<file path="config.mk">
export PLATFORM = sky130hd
export DESIGN_NAME = processor
export DESIGN_NICKNAME = d
export VERILOG_FILES = /design/src/hdl/pipe_pkg.sv /design/src/hdl/alu.sv /design/src/hdl/decode_stage.sv /design/src/hdl/execute_stage.sv /design/src/hdl/fetch_stage.sv /design/src/hdl/mem_wb_stage.sv /design/src/hdl/processor.sv
export SDC_FILE = /design/constraint.sdc
export NUM_CORES = 1
export LEC_CHECK = 0
export ABC_AREA = 1
export BUFFER_PORTS_ARGS = -buffer_cell sky130_fd_sc_hd__buf_2
export CAP_MARGIN = 20
export CELL_PAD_IN_SITES_DETAIL_PLACEMENT = 1
export CELL_PAD_IN_SITES_GLOBAL_PLACEMENT = 2
export CORE_MARGIN = 1
export CORE_UTILIZATION = 35
export CTS_CLUSTER_DIAMETER = 100
export DETAILED_ROUTE_END_ITERATION = 6
export MAX_ROUTING_LAYER = met4
export PLACE_DENSITY_LB_ADDON = 0.25
export SYNTH_ARGS = -nofsm -noshare
export SYNTH_HDL_FRONTEND = slang
export SYNTH_HIERARCHICAL = 1
export SYNTH_SLANG_ARGS = --single-unit
</file>
<file path="constraint.sdc">
create_clock -name clock_i -period 8.6 [get_ports clock_i]
set_input_delay 0.43 -clock clock_i [delete_from_list [all_inputs] [get_ports clock_i]]
set_output_delay 0.43 -clock clock_i [all_outputs]
set_load 0.02 [all_outputs]
</file>
<file path="src/hdl/pipe_pkg.sv">
// ~~~~~~~~~~~~~~~~~~~~~~~~~~~~~~
// pipe_pkg
// widths, instruction fields, opcode and ALU enums and the
// pipeline register bundles of the five-stage core
// ~~~~~~~~~~~~~~~~~~~~~~~~~~~~~~
`default_nettype none

package pipe_pkg;

    localparam int XLEN  = 32;  // data and address width
    localparam int REG_W = 5;   // register index width
    localparam int IMM_W = 17;  // I-type immediate width
    localparam int OPC_W = 5;
    localparam int TGT_W = 27;  // jump target width

    // low bit of each instruction field
    localparam int FLD_OPC   = 27;
    localparam int FLD_RD    = 22;
    localparam int FLD_RS    = 17;
    localparam int FLD_RT    = 12;
    localparam int FLD_SHAMT = 7;
    localparam int FLD_ALUOP = 2;

    typedef enum logic [OPC_W-1:0] {
        op_rtype = 5'b00000,
        op_j     = 5'b00001,
        op_bne   = 5'b00010,
        op_addi  = 5'b00101,
        op_blt   = 5'b00110,
        op_sw    = 5'b00111,
        op_lw    = 5'b01000
    } opcode_e;

    typedef enum logic [4:0] {
        alu_add = 5'b00000,
        alu_sub = 5'b00001,
        alu_and = 5'b00010,
        alu_or  = 5'b00011,
        alu_sll = 5'b00100,
        alu_sra = 5'b00101
    } alu_op_e;

    typedef struct packed {
        logic            valid;
        logic [XLEN-1:0] pc;
        logic [XLEN-1:0] instr;
    } fd_reg_t;

    typedef struct packed {
        logic             valid;
        logic [XLEN-1:0]  pc;
        opcode_e          opcode;
        alu_op_e          alu_op;
        logic [REG_W-1:0] rd;
        logic [REG_W-1:0] rs;
        logic [REG_W-1:0] rt;
        logic [REG_W-1:0] shamt;
        logic [XLEN-1:0]  imm;     // sign extended
        logic [XLEN-1:0]  target;  // zero extended
        logic [XLEN-1:0]  a;       // rs value
        logic [XLEN-1:0]  b;       // rt for R-type, rd otherwise
    } dx_reg_t;

    typedef struct packed {
        logic             valid;
        opcode_e          opcode;
        logic [REG_W-1:0] rd;
        logic [XLEN-1:0]  result;
        logic [XLEN-1:0]  store_data;
    } xm_reg_t;

    typedef struct packed {
        logic             en;
        logic [REG_W-1:0] idx;
        logic [XLEN-1:0]  data;
    } wb_t;

    typedef struct packed {
        logic            valid;
        logic [XLEN-1:0] pc;
    } redirect_t;

endpackage

`default_nettype wire

</file>
<file path="src/hdl/alu.sv">
// ~~~~~~~~~~~~~~~~~~~~~~~~~~~~~~
// alu
// add, sub, and, or and shifts, plus branch compare flags
// ~~~~~~~~~~~~~~~~~~~~~~~~~~~~~~
`timescale 1ns/1ns
`default_nettype none

module alu
    import pipe_pkg::*;
(
    input  wire logic [XLEN-1:0]  a_i,
    input  wire logic [XLEN-1:0]  b_i,
    input  wire alu_op_e          op_i,
    input  wire logic [REG_W-1:0] shamt_i,
    output logic [XLEN-1:0]       result_o,
    output logic                  not_equal_o,
    output logic                  less_than_o
);

    always_comb begin
        case (op_i)
            alu_add: result_o = a_i + b_i;
            alu_sub: result_o = a_i - b_i;
            alu_and: result_o = a_i & b_i;
            alu_or:  result_o = a_i | b_i;
            alu_sll: result_o = a_i << shamt_i;
            alu_sra: result_o = $signed(a_i) >>> shamt_i;
            default: result_o = '0;  // unused op codes
        endcase
    end

    assign not_equal_o = (a_i != b_i);
    assign less_than_o = ($signed(a_i) < $signed(b_i));

endmodule

`default_nettype wire

</file>
<file path="src/hdl/decode_stage.sv">
// ~~~~~~~~~~~~~~~~~~~~~~~~~~~~~~
// decode_stage
// field split, register reads with writeback bypass,
// load-use detection and decode/execute register
// ~~~~~~~~~~~~~~~~~~~~~~~~~~~~~~
`timescale 1ns/1ns
`default_nettype none

module decode_stage
    import pipe_pkg::*;
(
    input  wire logic            clock_i,
    input  wire logic            reset_i,
    input  wire fd_reg_t         fd_i,
    input  wire redirect_t       redirect_i,
    input  wire wb_t             wb_i,
    input  wire logic [XLEN-1:0] rf_read_data_a_i,
    input  wire logic [XLEN-1:0] rf_read_data_b_i,
    output logic [REG_W-1:0]     rf_read_reg_a_o,
    output logic [REG_W-1:0]     rf_read_reg_b_o,
    output logic                 stall_o,
    output dx_reg_t              dx_o
);

    opcode_e          opcode;
    logic [REG_W-1:0] rd;
    logic [REG_W-1:0] rs;
    logic [REG_W-1:0] rt;
    logic [REG_W-1:0] reg_b;
    logic [XLEN-1:0]  val_a;
    logic [XLEN-1:0]  val_b;
    logic             reads_a;
    logic             reads_b;
    dx_reg_t          dx_d;
    dx_reg_t          dx_q;

    assign opcode = opcode_e'(fd_i.instr[FLD_OPC +: OPC_W]);
    assign rd     = fd_i.instr[FLD_RD +: REG_W];
    assign rs     = fd_i.instr[FLD_RS +: REG_W];
    assign rt     = fd_i.instr[FLD_RT +: REG_W];
    assign reg_b  = (opcode == op_rtype) ? rt : rd;  // sw and branches read rd

    assign rf_read_reg_a_o = rs;
    assign rf_read_reg_b_o = reg_b;

    // register file returns the old value during its own write
    assign val_a = (wb_i.en && wb_i.idx == rs && rs != '0) ? wb_i.data : rf_read_data_a_i;
    assign val_b = (wb_i.en && wb_i.idx == reg_b && reg_b != '0) ? wb_i.data
                                                                  : rf_read_data_b_i;

    assign reads_a = opcode inside {op_rtype, op_addi, op_sw, op_lw, op_bne, op_blt};
    assign reads_b = opcode inside {op_rtype, op_sw, op_bne, op_blt};

    // load still in execute, its data shows up one cycle too late
    assign stall_o = fd_i.valid && dx_q.valid && dx_q.opcode == op_lw && dx_q.rd != '0
                     && ((reads_a && rs == dx_q.rd) || (reads_b && reg_b == dx_q.rd));

    always_comb begin
        dx_d.valid  = fd_i.valid && !stall_o && !redirect_i.valid;
        dx_d.pc     = fd_i.pc;
        dx_d.opcode = opcode;
        dx_d.alu_op = alu_op_e'(fd_i.instr[FLD_ALUOP +: 5]);
        dx_d.rd     = rd;
        dx_d.rs     = rs;
        dx_d.rt     = rt;
        dx_d.shamt  = fd_i.instr[FLD_SHAMT +: REG_W];
        dx_d.imm    = {{(XLEN-IMM_W){fd_i.instr[IMM_W-1]}}, fd_i.instr[IMM_W-1:0]};
        dx_d.target = {{(XLEN-TGT_W){1'b0}}, fd_i.instr[TGT_W-1:0]};
        dx_d.a      = val_a;
        dx_d.b      = val_b;
    end

    always_ff @(posedge clock_i) begin
        dx_q <= dx_d;
        if (reset_i) begin
            dx_q.valid <= 1'b0;
        end
    end

    assign dx_o = dx_q;

endmodule

`default_nettype wire

</file>
<file path="src/hdl/execute_stage.sv">
// ~~~~~~~~~~~~~~~~~~~~~~~~~~~~~~
// execute_stage
// operand bypass, ALU, branch resolution and the
// execute/memory register
// ~~~~~~~~~~~~~~~~~~~~~~~~~~~~~~
`timescale 1ns/1ns
`default_nettype none

module execute_stage
    import pipe_pkg::*;
(
    input  wire logic    clock_i,
    input  wire logic    reset_i,
    input  wire dx_reg_t dx_i,
    input  wire wb_t     wb_i,
    output xm_reg_t      xm_o,
    output redirect_t    redirect_o
);

    logic [REG_W-1:0] reg_b;
    logic             xm_fwd_ok;
    logic [XLEN-1:0]  fwd_a;
    logic [XLEN-1:0]  fwd_b;
    logic             is_branch;
    logic             use_imm;
    logic [XLEN-1:0]  alu_a;
    logic [XLEN-1:0]  alu_b;
    alu_op_e          alu_op;
    logic [XLEN-1:0]  alu_result;
    logic             not_equal;
    logic             less_than;
    logic             taken;
    xm_reg_t          xm_q;

    assign reg_b = (dx_i.opcode == op_rtype) ? dx_i.rt : dx_i.rd;

    // a load in memory never meets a consumer here, decode stalled it
    assign xm_fwd_ok = xm_q.valid && (xm_q.opcode inside {op_rtype, op_addi});

    always_comb begin
        fwd_a = dx_i.a;
        if (xm_fwd_ok && xm_q.rd == dx_i.rs && dx_i.rs != '0) begin
            fwd_a = xm_q.result;
        end else if (wb_i.en && wb_i.idx == dx_i.rs && dx_i.rs != '0) begin
            fwd_a = wb_i.data;
        end
    end

    always_comb begin
        fwd_b = dx_i.b;
        if (xm_fwd_ok && xm_q.rd == reg_b && reg_b != '0) begin
            fwd_b = xm_q.result;
        end else if (wb_i.en && wb_i.idx == reg_b && reg_b != '0) begin
            fwd_b = wb_i.data;
        end
    end

    assign is_branch = dx_i.opcode inside {op_bne, op_blt};
    assign use_imm   = dx_i.opcode inside {op_addi, op_lw, op_sw};

    // branches compare rd against rs
    assign alu_a  = is_branch ? fwd_b : fwd_a;
    assign alu_b  = is_branch ? fwd_a : (use_imm ? dx_i.imm : fwd_b);
    assign alu_op = (dx_i.opcode == op_rtype) ? dx_i.alu_op : alu_add;

    alu u_alu (
        .a_i         (alu_a),
        .b_i         (alu_b),
        .op_i        (alu_op),
        .shamt_i     (dx_i.shamt),
        .result_o    (alu_result),
        .not_equal_o (not_equal),
        .less_than_o (less_than)
    );

    assign taken = (dx_i.opcode == op_j)
                 || (dx_i.opcode == op_bne && not_equal)
                 || (dx_i.opcode == op_blt && less_than);

    assign redirect_o.valid = dx_i.valid && taken;
    assign redirect_o.pc    = (dx_i.opcode == op_j) ? dx_i.target
                                                    : dx_i.pc + 1'b1 + dx_i.imm;

    always_ff @(posedge clock_i) begin
        xm_q.valid      <= dx_i.valid;
        xm_q.opcode     <= dx_i.opcode;
        xm_q.rd         <= dx_i.rd;
        xm_q.result     <= alu_result;
        xm_q.store_data <= fwd_b;  // sw stores rd
        if (reset_i) begin
            xm_q.valid <= 1'b0;
        end
    end

    assign xm_o = xm_q;

endmodule

`default_nettype wire

</file>
<file path="src/hdl/fetch_stage.sv">
// ~~~~~~~~~~~~~~~~~~~~~~~~~~~~~~
// fetch_stage
// program counter and fetch/decode register
// ~~~~~~~~~~~~~~~~~~~~~~~~~~~~~~
`timescale 1ns/1ns
`default_nettype none

module fetch_stage
    import pipe_pkg::*;
(
    input  wire logic            clock_i,
    input  wire logic            reset_i,
    input  wire logic            stall_i,
    input  wire redirect_t       redirect_i,
    input  wire logic [XLEN-1:0] imem_data_i,
    output logic [XLEN-1:0]      imem_addr_o,
    output fd_reg_t              fd_o
);

    logic [XLEN-1:0] pc_q;
    fd_reg_t         fd_q;

    always_ff @(posedge clock_i) begin
        if (reset_i) begin
            pc_q <= '0;
        end else if (redirect_i.valid) begin
            pc_q <= redirect_i.pc;  // taken branch or jump
        end else if (!stall_i) begin
            pc_q <= pc_q + 1'b1;
        end
    end

    always_ff @(posedge clock_i) begin
        if (!stall_i) begin
            fd_q <= '{valid: 1'b1, pc: pc_q, instr: imem_data_i};
        end
        if (reset_i || redirect_i.valid) begin
            fd_q.valid <= 1'b0;  // wrong-path slot
        end
    end

    assign imem_addr_o = pc_q;
    assign fd_o        = fd_q;

endmodule

`default_nettype wire

</file>
<file path="src/hdl/mem_wb_stage.sv">
// ~~~~~~~~~~~~~~~~~~~~~~~~~~~~~~
// mem_wb_stage
// data memory access and the writeback register
// ~~~~~~~~~~~~~~~~~~~~~~~~~~~~~~
`timescale 1ns/1ns
`default_nettype none

module mem_wb_stage
    import pipe_pkg::*;
(
    input  wire logic            clock_i,
    input  wire logic            reset_i,
    input  wire xm_reg_t         xm_i,
    input  wire logic [XLEN-1:0] dmem_rdata_i,
    output logic [XLEN-1:0]      dmem_addr_o,
    output logic [XLEN-1:0]      dmem_wdata_o,
    output logic                 dmem_wren_o,
    output wb_t                  wb_o
);

    logic writes_rd;
    wb_t  wb_q;

    assign dmem_addr_o  = xm_i.result;  // rs plus immediate
    assign dmem_wdata_o = xm_i.store_data;
    assign dmem_wren_o  = xm_i.valid && xm_i.opcode == op_sw;

    // register 0 stays zero
    assign writes_rd = xm_i.valid && xm_i.rd != '0
                       && (xm_i.opcode inside {op_rtype, op_addi, op_lw});

    always_ff @(posedge clock_i) begin
        wb_q.en   <= writes_rd;
        wb_q.idx  <= xm_i.rd;
        wb_q.data <= (xm_i.opcode == op_lw) ? dmem_rdata_i : xm_i.result;
        if (reset_i) begin
            wb_q.en <= 1'b0;
        end
    end

    assign wb_o = wb_q;

endmodule

`default_nettype wire

</file>
<file path="src/hdl/processor.sv">
// ~~~~~~~~~~~~~~~~~~~~~~~~~~~~~~
// processor
// five-stage pipelined core, memories and register
// file sit outside
// ~~~~~~~~~~~~~~~~~~~~~~~~~~~~~~
`timescale 1ns/1ns
`default_nettype none

module processor
    import pipe_pkg::*;
(
    input  wire logic             clock_i,
    input  wire logic             reset_i,
    output logic [XLEN-1:0]       imem_addr_o,
    input  wire logic [XLEN-1:0]  imem_data_i,
    output logic [XLEN-1:0]       dmem_addr_o,
    output logic [XLEN-1:0]       dmem_wdata_o,
    output logic                  dmem_wren_o,
    input  wire logic [XLEN-1:0]  dmem_rdata_i,
    output logic                  rf_write_en_o,
    output logic [REG_W-1:0]      rf_write_reg_o,
    output logic [XLEN-1:0]       rf_write_data_o,
    output logic [REG_W-1:0]      rf_read_reg_a_o,
    output logic [REG_W-1:0]      rf_read_reg_b_o,
    input  wire logic [XLEN-1:0]  rf_read_data_a_i,
    input  wire logic [XLEN-1:0]  rf_read_data_b_i
);

    fd_reg_t   fd;
    dx_reg_t   dx;
    xm_reg_t   xm;
    wb_t       wb;
    redirect_t redirect;
    logic      stall;

    fetch_stage u_fetch (
        .clock_i     (clock_i),
        .reset_i     (reset_i),
        .stall_i     (stall),
        .redirect_i  (redirect),
        .imem_data_i (imem_data_i),
        .imem_addr_o (imem_addr_o),
        .fd_o        (fd)
    );

    decode_stage u_decode (
        .clock_i          (clock_i),
        .reset_i          (reset_i),
        .fd_i             (fd),
        .redirect_i       (redirect),
        .wb_i             (wb),
        .rf_read_data_a_i (rf_read_data_a_i),
        .rf_read_data_b_i (rf_read_data_b_i),
        .rf_read_reg_a_o  (rf_read_reg_a_o),
        .rf_read_reg_b_o  (rf_read_reg_b_o),
        .stall_o          (stall),
        .dx_o             (dx)
    );

    execute_stage u_execute (
        .clock_i    (clock_i),
        .reset_i    (reset_i),
        .dx_i       (dx),
        .wb_i       (wb),
        .xm_o       (xm),
        .redirect_o (redirect)
    );

    mem_wb_stage u_mem_wb (
        .clock_i      (clock_i),
        .reset_i      (reset_i),
        .xm_i         (xm),
        .dmem_rdata_i (dmem_rdata_i),
        .dmem_addr_o  (dmem_addr_o),
        .dmem_wdata_o (dmem_wdata_o),
        .dmem_wren_o  (dmem_wren_o),
        .wb_o         (wb)
    );

    assign rf_write_en_o   = wb.en;
    assign rf_write_reg_o  = wb.idx;
    assign rf_write_data_o = wb.data;

endmodule

`default_nettype wire

</file>
==> flow_summary.yaml, run 1 <==
layout:
  register_area_sq_um: 7430
  drive_above_1_share: 0.110
  fill_cells: 10600
  nets: 4863
  design_area_sq_um: 31000
  stdcell_count: 5681
  multiInputGateArea_sq_um: 16200
  area_growth_pct: 11.1
  final_util: 0.393
timing:
  slew_viol_final: 0
  worst_slack_ns: 1.14
  final.setup.tns_ns: 0
  setup_viol: 0
  max_freq_ghz: 0.134
  hold_violations: 0
  skew_ns: 0.0406
  relSlewSlack: 0.237
  worst_pin_slew_ns: 1.14
  rsz0062_at_grt: "no"
  whs_ns: 0.0350
  period_needed_ns: 7.46
  finalCritPeriodShare: 0.867
worst_setup_path:
  path_class: "reg -> reg"
  r2r-end: "u_fetch/imem_addr_o[9]"
  setup.worst_path.end: "u_fetch/imem_addr_o[9]"
  startpoint: "u_decode/dx_o[157]"
  endpoint_kind: "register"
  r2r_cells: 33
  arrival_ns: 7.92
  required_ns: 9.07
  path_common_cell: "nand2_1"
  cp_max_fo: 23
  crit_path_top_delay_cell: "nand2_1"
  r2r-start: "u_decode/dx_o[157]"
  r2r_slack_ns: 1.14
  crit_path_start_kind: "register"
  cpPeakStageDelay_ns: 0.63
grt:
  grt_usage: 0.318
  antenna_found_initial: 6
  gr-total-overflow: 0
  grt_max_degree: 70
  grt_pass1_vias: 30100
  grt_pass1_wl_microns: 191000
clock_network:
  cts_tree: "built"
  numCtsBuffers: 44
  clk_latency_ns: 0.62
  clockBufferDepth: 3
  cts_hold_buf: 54
  cts_sinks: 339
  htreeDepth: 2
  cts_root_buf: "clkbuf_16"
  cts_resized: 0
  post-cts-setup-buffers: 0
  clk_pin_slew_ns: 0.06
synth:
  syn_area_per_cell_sq_um: 6.21
  netlist_area_sq_um: 27900
  synth_cell_types: 59
  synthArstFlopShare: 0
  synthFlopType: "dfxtp_1"
  synth-edff-count: 64
  synthCells: 4495
  synth_top_cell_by_area: "dfxtp_1"
  synth_top_cell_area_share: 0.197
  synth_seq_cells: 339
  synth_area_leaders: "dfxtp_1 20%, nand2_1 18%, nand3_1 13%"
  yosysSeqAreaShare: 0.266
  yosysWarnings: 6
pwr:
  power_density_nw_per_um2: 176
  finalPower_mw: 5.47
  ir_drop_mv: 0.128
  leakagePower_nw: 15.9
drt:
  drc: 0
  viasPerCell: 5.31
  dr.pass1.iters: 6
  drt_first_iter_violations: 2147
  vias: 30200
  final_antenna_net_count: 0
  wire_per_inst_microns: 22.5
  routed_wl_microns: 128000
placed_design:
  placedInstanceArea_sq_um: 28900
  gp_congestion: 0.934
  hpwl_microns: 101000
  dp_slack_ns: 1.31
  port_buffers: 274
  dp_cells: 5543
outcome:
  outcome: "completed"
min_path:
  hp-start: "rf_read_data_b_i[8]"
  hold_path.class: "in -> reg"
floorplan:
  die-area_sq_um: 80900
  start_util: 0.354
  pin_count: 275
  row_count: 103
  coreArea_sq_um: 79000
  fp.dieH_microns: 284
  fp.dieW_microns: 284
flow_run:
  drv_cap: 0
[registers in the layout (all words and copies together) (netlist names)]
name                 cells
u_fetch/fd_o            65
u_execute/xm_o          75
u_decode/dx_o          129
u_mem_wb/wb_o           38
u_fetch/imem_addr_o     32
[worst min-delay path by stage]
stage | end | slack [ns] | depth (start not counted)
6_report | u_decode/dx_o[8] | 0.04 | 3
5_1_grt | u_decode/dx_o[33] | 0.04 | 3
4_1_cts | u_decode/dx_o[38] | 0.005 | 3
3_5_place_dp | u_decode/dx_o[160] | 0.33 | 0
3_3_place_gp | u_decode/dx_o[178] | 0.32 | 0
2_1_floorplan | u_decode/dx_o[100] | 0.32 | 0
[cells by family (layout without fill, tap and decap cells)]
family                     Yosys count  in the layout  share of synthesized area
xor gates and xnor gates            30             30                    0.00941
adders and majority gates          140            140                     0.0635
and+or+nand+nor                   2582           2582                      0.411
DFF                                339            339                      0.266
AOI/OAI and AO/OA                  469            469                     0.0951
buffers and inverters              934           1062                      0.154
other                                1              9                   0.000134
[area by class of cell]
cell class / instances / share of cell area
antenna: 4 / 0.000323
clock buffer: 58 / 0.0401
clock inverter: 22 / 0.00915
inverter: 617 / 0.0747
multi-input combinational: 3226 / 0.523
sequential: 339 / 0.239
tap: 1050 / 0.0423
timing repair buffer: 365 / 0.0708
[layer usage]
metal | routed length [microns] | GRT usage | part of all wire
met1 | 56800 | 0.404 | 0.44
met2 | 61900 | 0.537 | 0.48
met3 | 5750 | 0.0335 | 0.045
met4 | 3400 | 0.0792 | 0.027
met5 | 0 | - | 0
[cell usage after synthesis (all sizes together), types with 7 or more instances]
| cell type | n |
|---|---|
| a21oi | 151 |
| a31oi | 12 |
| and2 | 14 |
| buf | 251 |
| clkbuf | 66 |
| dfxtp | 275 |
| edfxtp | 64 |
| ha | 137 |
| inv | 615 |
| nand2 | 1372 |
| nand3 | 719 |
| nand3b | 17 |
| nand4 | 109 |
| nor2 | 269 |
| nor3 | 24 |
| nor4 | 7 |
| o211ai | 44 |
| o21ai | 192 |
| o21bai | 14 |
| o22ai | 27 |
| or2 | 46 |
| xnor2 | 10 |
| xor2 | 20 |
[cells in the final DEF, fill, tap and decap left out, drive strengths merged, types with 5 or more instances in the layout]
cell type	instances
or2	46
edfxtp	64
nand4	109
ha	137
o211ai	44
inv	618
dlygate4sd3	54
nor2	269
buf	311
o21bai	14
dfxtp	275
xnor2	10
nand2	1372
nand3b	17
nor3	24
o21ai	192
a31oi	12
a21oi	151
and2	14
nand3	719
nor4	7
o22ai	27
clkbuf	58
xor2	20
clkinv	15
conb	5
[worst max-delay path: cells and delay by family (launching register included)]
kind / cells / cell delay [ns]
AO/OA/AOI/OAI: 7 / 1.71
adder cells (fa/ha/maj): 1 / 0.52
buffers and inverters: 7 / 1.48
flip-flops: 1 / 0.36
AND/OR/NAND/NOR: 18 / 3.21
[where the power goes]
group / internal (mW) / switching (mW)
clock network: 1.15 / 0.805
logic: 0.444 / 1.09
registers: 1.76 / 0.223
total: 3.35 / 2.11
Power figures use the tool's default switching activity.
==> inputs of run 2 (changes only) <==
--- a/config.mk
+++ b/config.mk
@@ -15,7 +15,7 @@
 export CTS_CLUSTER_DIAMETER = 100
 export DETAILED_ROUTE_END_ITERATION = 6
 export MAX_ROUTING_LAYER = met4
-export PLACE_DENSITY_LB_ADDON = 0.25
+export PLACE_DENSITY_LB_ADDON = 0.1
 export SYNTH_ARGS = -nofsm -noshare
 export SYNTH_HDL_FRONTEND = slang
 export SYNTH_HIERARCHICAL = 1
==> flow_summary.yaml, run 2 (same netlist as run 1, synthesis figures left out) <==
outcome:
  outcome: "completed"
grt:
  grt_usage: 0.329
  grt_pass1_vias: 30200
  grt_pass1_wl_microns: 196000
  gr-total-overflow: 0
  antenna_found_initial: 4
  grt_max_degree: 70
drt:
  wire_per_inst_microns: 23.3
  viasPerCell: 5.29
  dr.pass1.iters: 5
  drt_first_iter_violations: 2285
  final_antenna_net_count: 0
  routed_wl_microns: 132000
  drc: 0
  vias: 29900
timing:
  final.setup.tns_ns: 0
  hold_violations: 0
  worst_slack_ns: 1.83
  worst_pin_slew_ns: 1.15
  max_freq_ghz: 0.148
  relSlewSlack: 0.227
  skew_ns: 0.0240
  slew_viol_final: 0
  rsz0062_at_grt: "no"
  finalCritPeriodShare: 0.787
  setup_viol: 0
  period_needed_ns: 6.77
clock_network:
  cts_root_buf: "clkbuf_16"
  cts_resized: 0
  numCtsBuffers: 44
  htreeDepth: 2
  clockBufferDepth: 3
  clk_pin_slew_ns: 0.06
  cts_sinks: 339
  cts_tree: "built"
  clk_latency_ns: 0.60
worst_setup_path:
  endpoint_kind: "register"
  r2r_cells: 36
  required_ns: 9.09
  cpPeakStageDelay_ns: 0.76
  setup.worst_path.end: "u_fetch/imem_addr_o[0]"
  path_class: "reg -> reg"
  r2r_slack_ns: 1.83
  path_common_cell: "nand2_1"
  r2r-start: "u_decode/dx_o[157]"
  arrival_ns: 7.26
  crit_path_top_delay_cell: "nor2_4"
  startpoint: "u_decode/dx_o[157]"
  r2r-end: "u_fetch/imem_addr_o[0]"
  crit_path_start_kind: "register"
  cp_max_fo: 32
layout:
  fill_cells: 10500
  nets: 4838
  register_area_sq_um: 7430
  largest_reg_flops: 129
  final_common_cell: "nand2_1"
  drive_above_1_share: 0.111
  area_growth_pct: 10.2
  stdcell_count: 5655
  final_cell_mix: "1341 x nand2_1, 712 x nand3_1, 599 x inv_1"
  multiInputGateArea_sq_um: 16200
floorplan:
  pin_count: 275
  fp.dieW_microns: 284
  coreArea_sq_um: 79000
  row_count: 103
  start_util: 0.354
  fp.dieH_microns: 284
  die-area_sq_um: 80900
min_path:
  hold_path.class: "in -> reg"
pwr:
  finalPower_mw: 5.51
  power_density_nw_per_um2: 179
  leakagePower_nw: 15.8
  ir_drop_mv: 0.158
placed_design:
  dp_cells: 5541
  hpwl_microns: 104000
  gp_congestion: 0.940
  dp_slack_ns: 1.88
  port_buffers: 274
flow_run:
  drv_cap: 0
## run 2: cell types whose count changed in the layout (fill, tap and decap cells not counted), sizes merged
cell,change
clkinv,-9
clkinvlp,+5
inv,+2
diode,-3
clkbuf,+4
buf,-1
dlygate4sd3,-24
## run 2: worst min-delay path by stage
stage	start	endpoint	slack [ns]	depth (start not counted)
floorplan	u_fetch/fd_o[4]	u_decode/dx_o[100]	0.32	0
finish	imem_data_i[9]	u_fetch/fd_o[9]	0.02	1
global placement	u_fetch/fd_o[32]	u_decode/dx_o[158]	0.32	0
global route	imem_data_i[2]	u_fetch/fd_o[2]	0.006	1
CTS	imem_data_i[9]	u_fetch/fd_o[9]	0.0007	1
detailed placement	u_fetch/fd_o[62]	u_decode/dx_o[188]	0.33	0
## run 2: layout make-up
| cell class | instances | area share |
|---|---|---|
| Multi-Input combinational cell | 3226 | 0.527 |
| Tap cell | 1050 | 0.0427 |
| Clock buffer | 62 | 0.0417 |
| Timing Repair Buffer | 340 | 0.0630 |
| Sequential cell | 339 | 0.241 |
| Inverter | 617 | 0.0753 |
| Antenna cell | 1 | 0.0000813 |
| Clock inverter | 20 | 0.00866 |
## run 2: critical path, delay by kind of cell, from the launching register on
kind,cells,cell delay (ns)
AO/OA/AOI/OAI,4,0.72
adder cells (fa/ha/maj),1,0.44
buffers and inverters,9,1.64
flip-flops,1,0.35
AND/OR/NAND/NOR,22,3.50
## run 2: routing by layer
layer / global-route usage / wire length [microns]
met5: - / 0
met4: 0.0910 / 3850
met3: 0.0217 / 5050
met2: 0.565 / 64700
met1: 0.414 / 58200
## run 2: timing repair
item / in CTS / in global routing
hold buffers: 30 / 0
hold endpoints to repair: 30 / 0
buffers inserted: 0 / 0
## run 2: power breakdown
part / total, mW / switching, mW / internal, mW / leakage, nW
clock network: 2.00 / 0.818 / 1.18 / 0.733
logic: 1.53 / 1.10 / 0.436 / 12.0
registers: 1.98 / 0.225 / 1.76 / 3.03
total: 5.51 / 2.14 / 3.37 / 15.8
## run 2: metrics by stage
step,util,area (sq um),hold WS (ns)
after floorplan,-,27900,0.323
final,0.390,30800,0.0234
after detailed placement,0.366,28900,0.328
after CTS,0.390,30800,0.000696
after global placement,0.366,28900,0.324
after global routing,0.390,30800,0.00551
==> inputs of run 3 (changes only) <==
--- a/config.mk
+++ b/config.mk
@@ -11,7 +11,7 @@
 export CELL_PAD_IN_SITES_DETAIL_PLACEMENT = 1
 export CELL_PAD_IN_SITES_GLOBAL_PLACEMENT = 2
 export CORE_MARGIN = 1
-export CORE_UTILIZATION = 35
+export CORE_UTILIZATION = 30
 export CTS_CLUSTER_DIAMETER = 100
 export DETAILED_ROUTE_END_ITERATION = 6
 export MAX_ROUTING_LAYER = met4
==> constraint.sdc (replaced) <==
create_clock -name clock_i -period 5.5 [get_ports clock_i]
set_input_delay 0.275 -clock clock_i [delete_from_list [all_inputs] [get_ports clock_i]]
set_output_delay 0.275 -clock clock_i [all_outputs]
set_load 0.02 [all_outputs]
==> flow_summary.yaml, run 3 (same netlist as run 1, synthesis figures left out) <==
timing:
  period_needed_ns: 5.26
  whs_ns: 0.208
  max_freq_ghz: 0.190
  hold_violations: 0
  skew_ns: 0.0251
  relSlewSlack: 0.178
  slew_viol_final: 0
  finalCritPeriodShare: 0.956
  setup_viol: 0
  worst_pin_slew_ns: 1.22
placed_design:
  placedInstanceArea_sq_um: 30100
  hpwl_microns: 110000
  gp_congestion: 0.929
  port_buffers: 274
layout:
  design_area_sq_um: 33400
  largest_reg_flops: 129
  area_growth_pct: 19.8
  final_cell_mix: "1311 x nand2_1, 711 x nand3_1, 594 x inv_1"
  nets: 5056
  drive_above_1_share: 0.143
  final_common_cell: "nand2_1"
worst_setup_path:
  cp_max_fo: 9
  r2r_cells: 35
  r2r_slack_ns: 0.24
  endpoint_kind: "register"
  required_ns: 5.99
  arrival_ns: 5.75
  crit_path_top_delay_cell: "fa_2"
  cpPeakStageDelay_ns: 0.38
  path_common_cell: "nand2_1"
  path_class: "reg -> reg"
  crit_path_start_kind: "register"
drt:
  viasPerCell: 5.06
  dr.pass1.iters: 5
  wire_per_inst_microns: 23.3
  drt_first_iter_violations: 1941
  routed_wl_microns: 141000
  drc: 0
  vias: 30700
  final_antenna_net_count: 0
pwr:
  finalPower_mw: 8.82
  leakagePower_nw: 16.9
  power_density_nw_per_um2: 264
  ir_drop_mv: 0.248
grt:
  grt_pass1_wl_microns: 203000
  grt_pass1_vias: 30600
  grt_max_degree: 70
  grt_usage: 0.296
  gr-total-overflow: 0
  antenna_found_initial: 4
min_path:
  holdPathStages: 2
  hold_path.class: "in -> reg"
clock_network:
  clk_pin_slew_ns: 0.06
  clk_latency_ns: 0.65
  clockBufferDepth: 3
  cts_sinks: 339
  cts_root_buf: "clkbuf_16"
  cts_tree: "built"
  htreeDepth: 2
  numCtsBuffers: 44
floorplan:
  coreArea_sq_um: 91900
  pin_count: 275
  fp.dieH_microns: 307
  die-area_sq_um: 94300
  start_util: 0.304
  fp.dieW_microns: 307
  row_count: 111
flow_run:
  drv_cap: 0
outcome:
  outcome: "completed"
run 3: where the power goes:
| part | total [mW] | internal, mW | switching, mW |
|---|---|---|---|
| Clock | 3.08 | 1.74 | 1.34 |
| Sequential | 3.11 | 2.75 | 0.364 |
| Combinational | 2.62 | 0.829 | 1.80 |
| Total | 8.82 | 5.32 | 3.50 |
run 3: critical path: cells and delay by family, from the launching register on:
kind	cells	cell delay (ns)
and+or+nand+nor	19	2.18
DFF	1	0.33
buffers and inverters	8	1.10
adders and majority gates	2	0.60
AOI/OAI and AO/OA	6	0.86
run 3: repair_timing:
item	CTS	global route
hold buffers	128	0
setup buffers	0	16
pin swaps	0	17
hold endpoints to repair	128	0
setup endpoints to repair	23	34
gates cloned	0	9
gates resized for setup	1	79
run 3: metrics by stage:
stage | setup TNS, ns | util | cells | setup slack [ns]
after floorplan | 0 | - | 4499 | 1.10
after global placement | 0 | 0.327 | 5830 | 0.0799
after detailed placement | 0 | 0.327 | 5830 | 0.00689
after CTS | 0 | 0.357 | 6039 | 0.0228
after global routing | -0.877 | 0.364 | 6064 | -0.0515
final | 0 | 0.364 | 6066 | 0.240
run 3: layout make-up:
class / count / area (sq um)
Clock inverter: 29 / 342
Multi-Input combinational cell: 3228 / 16500
Tap cell: 1243 / 1560
Fill cell: 12000 / 58500
Timing Repair Buffer: 556 / 4130
Clock buffer: 52 / 1170
Sequential cell: 339 / 7430
Antenna cell: 2 / 5.00
Inverter: 617 / 2320
run 3: routing by layer:
| metal | global-route usage | share of wire |
|---|---|---|
| met5 | - | 0 |
| met4 | 0.0827 | 0.033 |
| met1 | 0.381 | 0.45 |
| met2 | 0.494 | 0.48 |
| met3 | 0.0273 | 0.040 |
run 3: worst paths after layout:
check                                        start                       to
worst min register to register    u_fetch/fd_o[40]       u_decode/dx_o[166]
worst max-delay path            u_decode/dx_o[153]  u_fetch/imem_addr_o[22]
worst min-delay path                       reset_i         u_fetch/fd_o[64]
worst max register to register  u_decode/dx_o[153]  u_fetch/imem_addr_o[22]
